### src/verilog/ooo_pkg.sv
// ~~~~~~~~~~~~~~~~~~~~~~~~~~~~~~~~~~~~~~~~~~~~~~~~~~~~~~~~~~
// Out-of-order station shared definitions
// Widths, tag count, transfer structs and tag-store states
// ~~~~~~~~~~~~~~~~~~~~~~~~~~~~~~~~~~~~~~~~~~~~~~~~~~~~~~~~~~
package ooo_pkg;

    // Tag space
    localparam int TAG_NUM = 8;
    localparam int TAG_W   = 3;
    localparam int CNT_W   = 4;

    // Payload and resource widths
    localparam int QUEUE_W = 4;
    localparam int CMD_W   = 16;
    localparam int RESP_W  = 16;
    localparam int DATA_W  = 32;

    // Request from the ingress thread
    typedef struct packed {
        logic [QUEUE_W-1:0] queue;
        logic [CMD_W-1:0]   cmd;
        logic [DATA_W-1:0]  data;
    } ingress_req_t;

    // Command to the resource manager, stamped with its tag
    typedef struct packed {
        logic [TAG_W-1:0] tag;
        logic [CMD_W-1:0] cmd;
    } resource_req_t;

    // Answer from the resource manager, any order
    typedef struct packed {
        logic [TAG_W-1:0]  tag;
        logic [RESP_W-1:0] resp;
    } resource_resp_t;

    // Reorder buffer entry, one per tag
    typedef struct packed {
        logic [QUEUE_W-1:0] queue;
        logic [DATA_W-1:0]  data;
    } payload_t;

    // Joined result toward the egress thread
    typedef struct packed {
        logic [QUEUE_W-1:0] queue;
        logic [RESP_W-1:0]  resp;
        logic [DATA_W-1:0]  data;
    } egress_t;

    typedef enum logic {
        ST_FILL,
        ST_RUN
    } store_state_t;

endpackage

### src/verilog/ooo_issue.sv
// ~~~~~~~~~~~~~~~~~~~~~~~~~~~~~~~~~~~~~~~~~~~~~~~~~~~~~~~~~~
// Issue stage that accepts ingress requests, claims a free
// tag and forwards the tagged command to the resource manager
// ~~~~~~~~~~~~~~~~~~~~~~~~~~~~~~~~~~~~~~~~~~~~~~~~~~~~~~~~~~
module ooo_issue (
    input  logic                          i_clk,
    input  logic                          i_rst,

    input  logic                          i_ingress_valid,
    input  ooo_pkg::ingress_req_t         i_ingress,
    output logic                          o_ingress_ready,

    input  logic                          i_tag_avail,
    input  logic [ooo_pkg::TAG_W-1:0]     i_free_tag,
    output logic                          o_claim,
    output ooo_pkg::payload_t             o_claim_payload,

    output logic                          o_resource_req_valid,
    output ooo_pkg::resource_req_t        o_resource_req,
    input  logic                          i_resource_req_ready
);
    import ooo_pkg::*;

    logic req_accept;

    // Room when the output register is empty or draining this cycle
    assign o_ingress_ready = i_tag_avail && (!o_resource_req_valid || i_resource_req_ready);
    assign req_accept      = i_ingress_valid && o_ingress_ready;

    // Payload part goes into the reorder buffer under the claimed tag
    assign o_claim         = req_accept;
    assign o_claim_payload = '{queue: i_ingress.queue, data: i_ingress.data};

    always_ff @(posedge i_clk) begin
        if (i_rst) begin
            o_resource_req_valid <= 1'b0;
        end else if (req_accept) begin
            o_resource_req_valid <= 1'b1;
        end else if (i_resource_req_ready) begin
            o_resource_req_valid <= 1'b0;
        end
    end

    // Command part leaves stamped with the tag
    always_ff @(posedge i_clk) begin
        if (req_accept) begin
            o_resource_req <= '{tag: i_free_tag, cmd: i_ingress.cmd};
        end
    end

    a_claim_needs_tag: assert property (
        @(posedge i_clk) disable iff (i_rst)
        o_claim |-> i_tag_avail
    );

endmodule

### src/verilog/ooo_tag_store.sv
// ~~~~~~~~~~~~~~~~~~~~~~~~~~~~~~~~~~~~~~~~~~~~~~~~~~~~~~~~~~
// Tag store: circular free list of tags, refilled after
// reset, plus the tag-indexed reorder buffer for payloads
// ~~~~~~~~~~~~~~~~~~~~~~~~~~~~~~~~~~~~~~~~~~~~~~~~~~~~~~~~~~
module ooo_tag_store (
    input  logic                          i_clk,
    input  logic                          i_rst,

    input  logic                          i_claim,
    input  ooo_pkg::payload_t             i_claim_payload,
    output logic                          o_tag_avail,
    output logic [ooo_pkg::TAG_W-1:0]     o_free_tag,

    input  logic                          i_release,
    input  logic [ooo_pkg::TAG_W-1:0]     i_release_tag,

    input  logic [ooo_pkg::TAG_W-1:0]     i_rd_tag,
    output ooo_pkg::payload_t             o_rd_payload,

    output logic [ooo_pkg::CNT_W-1:0]     o_free_tags
);
    import ooo_pkg::*;

    store_state_t     state;

    logic [TAG_W-1:0] tag_fifo [TAG_NUM];
    logic [TAG_W-1:0] rd_ptr;
    logic [TAG_W-1:0] wr_ptr;
    logic [CNT_W-1:0] count;

    payload_t         pay_mem [TAG_NUM];

    logic             fill_push;
    logic             push;
    logic             pop;
    logic [TAG_W-1:0] push_tag;

    // During fill the write pointer walks 0..TAG_NUM-1, so it is the tag itself
    assign fill_push = (state == ST_FILL);
    assign push      = fill_push || i_release;
    assign pop       = i_claim;
    assign push_tag  = fill_push ? wr_ptr : i_release_tag;

    assign o_free_tag  = tag_fifo[rd_ptr];
    assign o_tag_avail = (state == ST_RUN) && (count != '0);
    assign o_free_tags = count;

    always_ff @(posedge i_clk) begin
        if (i_rst) begin
            state <= ST_FILL;
        end else if (state == ST_FILL && wr_ptr == TAG_W'(TAG_NUM - 1)) begin
            state <= ST_RUN;
        end
    end

    always_ff @(posedge i_clk) begin
        if (i_rst) begin
            rd_ptr <= '0;
            wr_ptr <= '0;
            count  <= '0;
        end else begin
            if (push) begin
                wr_ptr <= wr_ptr + TAG_W'(1);
            end
            if (pop) begin
                rd_ptr <= rd_ptr + TAG_W'(1);
            end
            case ({push, pop})
                2'b10:   count <= count + CNT_W'(1);
                2'b01:   count <= count - CNT_W'(1);
                default: count <= count;
            endcase
        end
    end

    always_ff @(posedge i_clk) begin
        if (push) begin
            tag_fifo[wr_ptr] <= push_tag;
        end
    end

    // Reorder buffer, written at claim, read one cycle after the address
    always_ff @(posedge i_clk) begin
        if (i_claim) begin
            pay_mem[o_free_tag] <= i_claim_payload;
        end
        o_rd_payload <= pay_mem[i_rd_tag];
    end

    a_no_underflow: assert property (
        @(posedge i_clk) disable iff (i_rst)
        i_claim |-> (state == ST_RUN) && (count != '0)
    );

    a_count_bound: assert property (
        @(posedge i_clk) disable iff (i_rst)
        count <= CNT_W'(TAG_NUM)
    );

endmodule

### src/verilog/ooo_complete.sv
// ~~~~~~~~~~~~~~~~~~~~~~~~~~~~~~~~~~~~~~~~~~~~~~~~~~~~~~~~~~
// Completion: joins each resource answer with its stored
// payload in a two-stage pipeline and drives egress
// ~~~~~~~~~~~~~~~~~~~~~~~~~~~~~~~~~~~~~~~~~~~~~~~~~~~~~~~~~~
module ooo_complete (
    input  logic                          i_clk,
    input  logic                          i_rst,

    input  logic                          i_resource_resp_valid,
    input  ooo_pkg::resource_resp_t       i_resource_resp,
    output logic                          o_resource_resp_ready,

    output logic [ooo_pkg::TAG_W-1:0]     o_rd_tag,
    input  ooo_pkg::payload_t             i_rd_payload,

    output logic                          o_release,
    output logic [ooo_pkg::TAG_W-1:0]     o_release_tag,

    output logic                          o_egress_valid,
    output ooo_pkg::egress_t              o_egress,
    input  logic                          i_egress_ready
);
    import ooo_pkg::*;

    // Stage 1 waits on the payload read
    logic             s1_valid;
    resource_resp_t   s1_resp;

    // Stage 2 tag rides along with the egress beat
    logic [TAG_W-1:0] s2_tag;

    logic             s1_ready;
    logic             s2_ready;
    logic             resp_accept;

    assign s2_ready              = !o_egress_valid || i_egress_ready;
    assign s1_ready              = !s1_valid || s2_ready;
    assign o_resource_resp_ready = s1_ready;
    assign resp_accept           = i_resource_resp_valid && o_resource_resp_ready;

    // Keep the address on the held tag so the read data stays put while stalled
    assign o_rd_tag = resp_accept ? i_resource_resp.tag : s1_resp.tag;

    always_ff @(posedge i_clk) begin
        if (i_rst) begin
            s1_valid       <= 1'b0;
            o_egress_valid <= 1'b0;
        end else begin
            if (s1_ready) begin
                s1_valid <= resp_accept;
            end
            if (s2_ready) begin
                o_egress_valid <= s1_valid;
            end
        end
    end

    always_ff @(posedge i_clk) begin
        if (resp_accept) begin
            s1_resp <= i_resource_resp;
        end
        if (s1_valid && s2_ready) begin
            o_egress <= '{queue: i_rd_payload.queue,
                          resp:  s1_resp.resp,
                          data:  i_rd_payload.data};
            s2_tag   <= s1_resp.tag;
        end
    end

    // Tag goes back to the free list as the beat leaves
    assign o_release     = o_egress_valid && i_egress_ready;
    assign o_release_tag = s2_tag;

    a_egress_hold: assert property (
        @(posedge i_clk) disable iff (i_rst)
        o_egress_valid && !i_egress_ready |=> o_egress_valid && $stable(o_egress)
    );

endmodule

### src/verilog/ooo_station.sv
// ~~~~~~~~~~~~~~~~~~~~~~~~~~~~~~~~~~~~~~~~~~~~~~~~~~~~~~~~~~
// Out-of-order station top: issue, tag store, completion
// ~~~~~~~~~~~~~~~~~~~~~~~~~~~~~~~~~~~~~~~~~~~~~~~~~~~~~~~~~~
module ooo_station (
    input  logic                          i_clk,
    input  logic                          i_rst,

    input  logic                          i_ingress_valid,
    input  ooo_pkg::ingress_req_t         i_ingress,
    output logic                          o_ingress_ready,

    output logic                          o_resource_req_valid,
    output ooo_pkg::resource_req_t        o_resource_req,
    input  logic                          i_resource_req_ready,

    input  logic                          i_resource_resp_valid,
    input  ooo_pkg::resource_resp_t       i_resource_resp,
    output logic                          o_resource_resp_ready,

    output logic                          o_egress_valid,
    output ooo_pkg::egress_t              o_egress,
    input  logic                          i_egress_ready,

    output logic [ooo_pkg::CNT_W-1:0]     o_free_tags
);
    import ooo_pkg::*;

    // Issue side of the tag store
    logic             tag_avail;
    logic [TAG_W-1:0] free_tag;
    logic             claim;
    payload_t         claim_payload;

    // Completion side of the tag store
    logic [TAG_W-1:0] rd_tag;
    payload_t         rd_payload;
    logic             release_req;
    logic [TAG_W-1:0] release_tag;

    ooo_issue u_issue (
        .i_clk                (i_clk),
        .i_rst                (i_rst),
        .i_ingress_valid      (i_ingress_valid),
        .i_ingress            (i_ingress),
        .o_ingress_ready      (o_ingress_ready),
        .i_tag_avail          (tag_avail),
        .i_free_tag           (free_tag),
        .o_claim              (claim),
        .o_claim_payload      (claim_payload),
        .o_resource_req_valid (o_resource_req_valid),
        .o_resource_req       (o_resource_req),
        .i_resource_req_ready (i_resource_req_ready)
    );

    ooo_tag_store u_tag_store (
        .i_clk           (i_clk),
        .i_rst           (i_rst),
        .i_claim         (claim),
        .i_claim_payload (claim_payload),
        .o_tag_avail     (tag_avail),
        .o_free_tag      (free_tag),
        .i_release       (release_req),
        .i_release_tag   (release_tag),
        .i_rd_tag        (rd_tag),
        .o_rd_payload    (rd_payload),
        .o_free_tags     (o_free_tags)
    );

    ooo_complete u_complete (
        .i_clk                 (i_clk),
        .i_rst                 (i_rst),
        .i_resource_resp_valid (i_resource_resp_valid),
        .i_resource_resp       (i_resource_resp),
        .o_resource_resp_ready (o_resource_resp_ready),
        .o_rd_tag              (rd_tag),
        .i_rd_payload          (rd_payload),
        .o_release             (release_req),
        .o_release_tag         (release_tag),
        .o_egress_valid        (o_egress_valid),
        .o_egress              (o_egress),
        .i_egress_ready        (i_egress_ready)
    );

endmodule

### config.mk
export PLATFORM = sky130hd
export DESIGN_NAME = ooo_station
export DESIGN_NICKNAME = d
export VERILOG_FILES = /design/src/verilog/ooo_pkg.sv /design/src/verilog/ooo_issue.sv /design/src/verilog/ooo_tag_store.sv /design/src/verilog/ooo_complete.sv /design/src/verilog/ooo_station.sv
export SDC_FILE = /design/constraint.sdc
export NUM_CORES = 1
export LEC_CHECK = 0
export BUFFER_PORTS_ARGS = -buffer_cell sky130_fd_sc_hd__buf_2
export CORE_UTILIZATION = 50
export DETAILED_ROUTE_END_ITERATION = 12
export PLACE_DENSITY_LB_ADDON = 0.08
export SYNTH_ARGS = -nofsm -noshare
export SYNTH_HDL_FRONTEND = slang
export SYNTH_SLANG_ARGS = --single-unit
### constraint.sdc
create_clock -name i_clk -period 14.6 [get_ports i_clk]
set_input_delay 2.92 -clock i_clk [delete_from_list [all_inputs] [get_ports i_clk]]
set_output_delay 2.92 -clock i_clk [all_outputs]
set_load 0.03 [all_outputs]
Word level (Yosys, flattened, before mapping) --
Memories as Yosys holds them, arrays and structs flattened. A register that Yosys moved wholly into a read port is not among the register bits. Index checks and enable logic that the tools add are counted. Widths: inputs -> output; s select.
Storage, ports and cells: bits in registers 107, RAM bits 312, input bits 77, output and inout port bits 79, logic and storage cells 53, memories 2
Cells by class: add/subtract/negate cells 4, equality and inequality tests 3, muxes and demuxes 11, bitwise operators 1, reductions and logical operators 17
Memories:
- u_tag_store.pay_mem | words 8, bits a word 36, rd ports 1, clocked after memory_dff 1, write ports 1, RTL line ooo_tag_store.sv:31 | payload_t pay_mem [TAG_NUM];
- u_tag_store.tag_fifo | words 8, bits a word 3, rd ports 1, clocked after memory_dff 1, write ports 1, RTL line ooo_tag_store.sv:26 | logic [TAG_W-1:0] tag_fifo [TAG_NUM];
Operators by type and width (count):
- $mux 3 | 4
- $pmux 4 s2 | 1
- $logic_and 1x1->1 | 7
- $add 3x1->3 const B | 2
- $mux 1 | 6
- $add 4x1->4 const B | 1
- $logic_or 1x1->1 | 4
- $reduce_bool 2->1 | 2
- $reduce_bool 4->1 | 1
- $sub 4x1->4 const B | 1
- $eq 3x3->1 const B | 1
- $logic_not 1->1 | 3
- $eq 2x1->1 const B | 1
- $eq 2x2->1 const B | 1
- $not 1->1 | 1

Logic depth before layout (Yosys ltp) --
word-level depth 6, mapped depth 11, mapped depth without buffers 11

Modules after synthesis --
A second synthesis with hierarchy kept.
Second synthesis, totals: cells, all modules 736, area, all modules 16462.0 um^2
Modules (own cells, without submodules):
- ooo_tag_store | times used 1, cells each 577, area an instance 13147.6 um^2, seq. area each 10369.9 um^2
- ooo_complete | times used 1, cells each 98, area an instance 2402.3 um^2, seq. area each 2262.2 um^2
- ooo_issue | times used 1, cells each 61, area an instance 912.1 um^2, seq. area each 590.6 um^2

Least setup slack after synthesis --
OpenSTA, ideal clock, no wires.
kind input to register, start point input port i_egress_ready, end point register, netlist name u_complete.o_egress[0], setup time 551 ps, arrival 6958 ps, required time 14049 ps, setup slack 7091 ps, stages on the path 2, path buffers 0, cell sequence inv_1 a21boi_0
Between the ends: cells in the longest elaborated chain, start to end 2
Ends and longest elaborated chain:
- start: declaration | RTL line ooo_station.sv:22 | input logic i_egress_ready,
- $logic_or 1x1->1 | RTL line ooo_complete.sv:36 | assign s2_ready = !o_egress_valid || i_egress_ready;
- $logic_and 1x1->1 | RTL line ooo_complete.sv:62 | if (s1_valid && s2_ready) begin
No other way between the ends. A chain may end at the register's enable or synchronous reset.

Final worst setup path --
start point input port i_egress_ready, end point output port o_resource_resp_ready
Between the ends: cells in the longest elaborated chain, start to end 2
Ends and longest elaborated chain:
- $logic_or 1x1->1 | RTL line ooo_complete.sv:36
- $logic_or 1x1->1 | RTL line ooo_complete.sv:37 | assign s1_ready = !s1_valid || s2_ready;
- end: declaration | RTL line ooo_station.sv:18 | output logic o_resource_resp_ready,
No other way between the ends.

==> reports/results.ini <==
[critical_path]
start_kind = input pin
cp.arrival_ns = 3.60
path_buf_inv = 3
crit_family = buffers and inverters
path_max_fanout = 7
required_ns = 11.68
setup.worst_path.end_class = primary output
path_class = in -> out
path_cells = buf_2, and3b_2, inv_2, buf_2
cp_slowest_cell = and3b_2
crit_top_cell = buf_2
crit_path_max_incr_delay_ns = 0.23

[global_routing]
grt_max_degree = 144
overflow = 0
grt_pass1_vias = 8028
grt_pass1_wl_um = 47200
groute.usage.overall = 0.188
antenna_found_initial = 4

[clocking]
clk_pin_slew_ns = 0.06
cts.path.max_buffers = 3
insertion_delay_ns = 0.54
cts.sinks = 458
cts_root_buf = clkbuf_16
cts_inserted_buffers = 44
cts_tree = done
hold_buffers = 0
cts_max_level = 2
cts_setup_buffers = 0
cts_resized = 0

[floorplanning]
core-area_mm2 = 0.0318
rows = 65
ios = 156
die_width_um = 183
initial_utilization = 0.513
die_y_um = 183
die-area_mm2 = 0.0333

[placement]
gp_congestion = 0.724
place_area_mm2 = 0.0176
dpl.cell_count = 1431
post-place-ws_ns = 8.08
port_buffers = 155
hpwlAfterDp_um = 16600

[synth]
synth_top_family_by_area = multiplexers
yosysSeqAreaShare = 0.811
netlist_instances = 860
synth-xor-area-share = 0.00322
synth_edf_count = 405
ys_types = 41
syn_nets = 943
synth_area_mm2 = 0.0163
postSynth.asyncResetShare = 0
synth_seq_cells = 458
dominantRegCellSynth = edfxtp_1
synth-simple-area-share = 0.0363
synth_fa_ha_area_frac = 0.00460
synthMuxAreaShare = 0.0806
synth_compound_area_frac = 0.0503
syn_avg_cell_area_um2 = 19.0
yosys_warnings = 0

[power_and_ir_drop]
power.density_mw_per_mm2 = 142
peakVddDrop_v = 0.0000866
p_leak_uw = 0.00671
power_uw = 2700

[routing]
via_per_inst = 5.35
routed_wl_um = 31200
ant_nets = 0
drc = 0
routedWlPerCell_um = 20.6
vias = 8112
first_iter_violations = 484
first_pass_iters = 4

[finish]
multiInputGateArea_mm2 = 0.00295
final_common_cell = edfxtp_1
instances_no_fill = 1515
layout.nets = 1125
drive_gt1_frac = 0.248
area_growth_pct = 16.5
nFillCells = 2380
regArea_mm2 = 0.0132
layout_common_cells = edfxtp_1 (405), buf_2 (155), mux2i_1 (111), nand2_1 (82), dfxtp_1 (53)
final_cell_area_mm2 = 0.0190

[run]
maxCapViolCount = 0

[timing]
min_period_over_period = 0.446
clock_skew_ns = 0.0187
finalCriticalPeriod_ns = 6.52
hold_violations = 0
fmax_mhz = 153
rsz0062_at_grt = no
setup_tns_ns = 0
fin_ws_ns = 8.08
worst_slew_pin_slew_ns = 1.09
slew_headroom = 0.276
final_max_slew_viol_count = 0
setup_viol = 0

[min_path]
hp-class = reg -> reg

[outcome]
outcome = completed

-- where the power goes --
part           internal (uW)  total [uW]  leakage [uW]  switching, uW
logic                   56.6         159       0.00192            103
registers               1460        1480       0.00412           11.8
clock network            603        1060      0.000670            459
total                   2120        2700       0.00671            574
-- flip-flops by register name, indices dropped and copies added (netlist names), named ones only --
name,count
u_complete.o_egress,52
u_complete.o_release_tag,3
u_tag_store.tag_fifo,24
u_complete.s1_resp,19
u_tag_store.state,1
u_tag_store.o_free_tags,4
u_issue.o_resource_req,19
u_issue.o_resource_req_valid,1
u_tag_store.wr_ptr,3
u_tag_store.rd_ptr,3
u_complete.s1_valid,1
u_complete.o_egress_valid,1
u_tag_store.o_rd_payload,36
u_tag_store.pay_mem,288
-- final timing paths --
path	cells after the start	slack [ns]	endpoint	from
worst min register to register	0	0.40	u_complete.o_egress[20]	u_tag_store.o_rd_payload[20]
worst min-delay path	0	0.40	u_complete.o_egress[20]	u_tag_store.o_rd_payload[20]
worst max register to register	7	10.99	u_tag_store.pay_mem[7][2]	u_tag_store.o_free_tags[1]
worst max-delay path	4	8.08	o_resource_resp_ready	i_egress_ready
-- layer usage --
| metal | part of all wire | GRT usage | wire, um | vias up |
|---|---|---|---|---|
| met4 | 0.018 | 0.0494 | 576 | 4 |
| met5 | 0.00061 | 0 | 19 | - |
| met1 | 0.46 | 0.259 | 14300 | 4070 |
| li1 | - | - | - | 3768 |
| met2 | 0.47 | 0.305 | 14500 | 220 |
| met3 | 0.056 | 0.0395 | 1740 | 50 |
-- through the flow --
| stage | utilization | hold WS, ns |
|---|---|---|
| global route | 0.597 | 0.408 |
| floorplan | - | 0.386 |
| CTS | 0.597 | 0.399 |
| finish | 0.598 | 0.400 |
| detailed placement | 0.555 | 0.389 |
| global placement | 0.555 | 0.388 |
-- Yosys cell counts (all sizes together), types with 8 or more instances --
cell    count  area share
edfxtp    405        0.75
mux2i     111       0.068
nand2      82       0.019
dfxtp      53       0.065
a221oi     36       0.019
a32o       36       0.022
nor2       29      0.0067
buf        23      0.0099
clkbuf     12      0.0030
a21oi       8      0.0025
-- layout make-up --
type | count | area share
diodes | 2 | 0.000263
clock buffers | 62 | 0.0643
clock inverters | 20 | 0.00705
inverters | 5 | 0.000988
multi-input cells | 362 | 0.155
flip-flops and latches | 458 | 0.696
well taps | 435 | 0.0286
repair buffers | 171 | 0.0478
-- cell families (layout without fill, tap and decap cells) --
| group | after synthesis | after routing |
|---|---|---|
| flops | 458 | 458 |
| simple gates | 136 | 136 |
| mux | 123 | 123 |
| compound gates | 91 | 91 |
| buf+inv | 40 | 258 |
| fa+ha+maj | 6 | 6 |
| xor+xnor | 6 | 6 |
| other cells | 0 | 2 |
(Power assumes the default switching activity.)
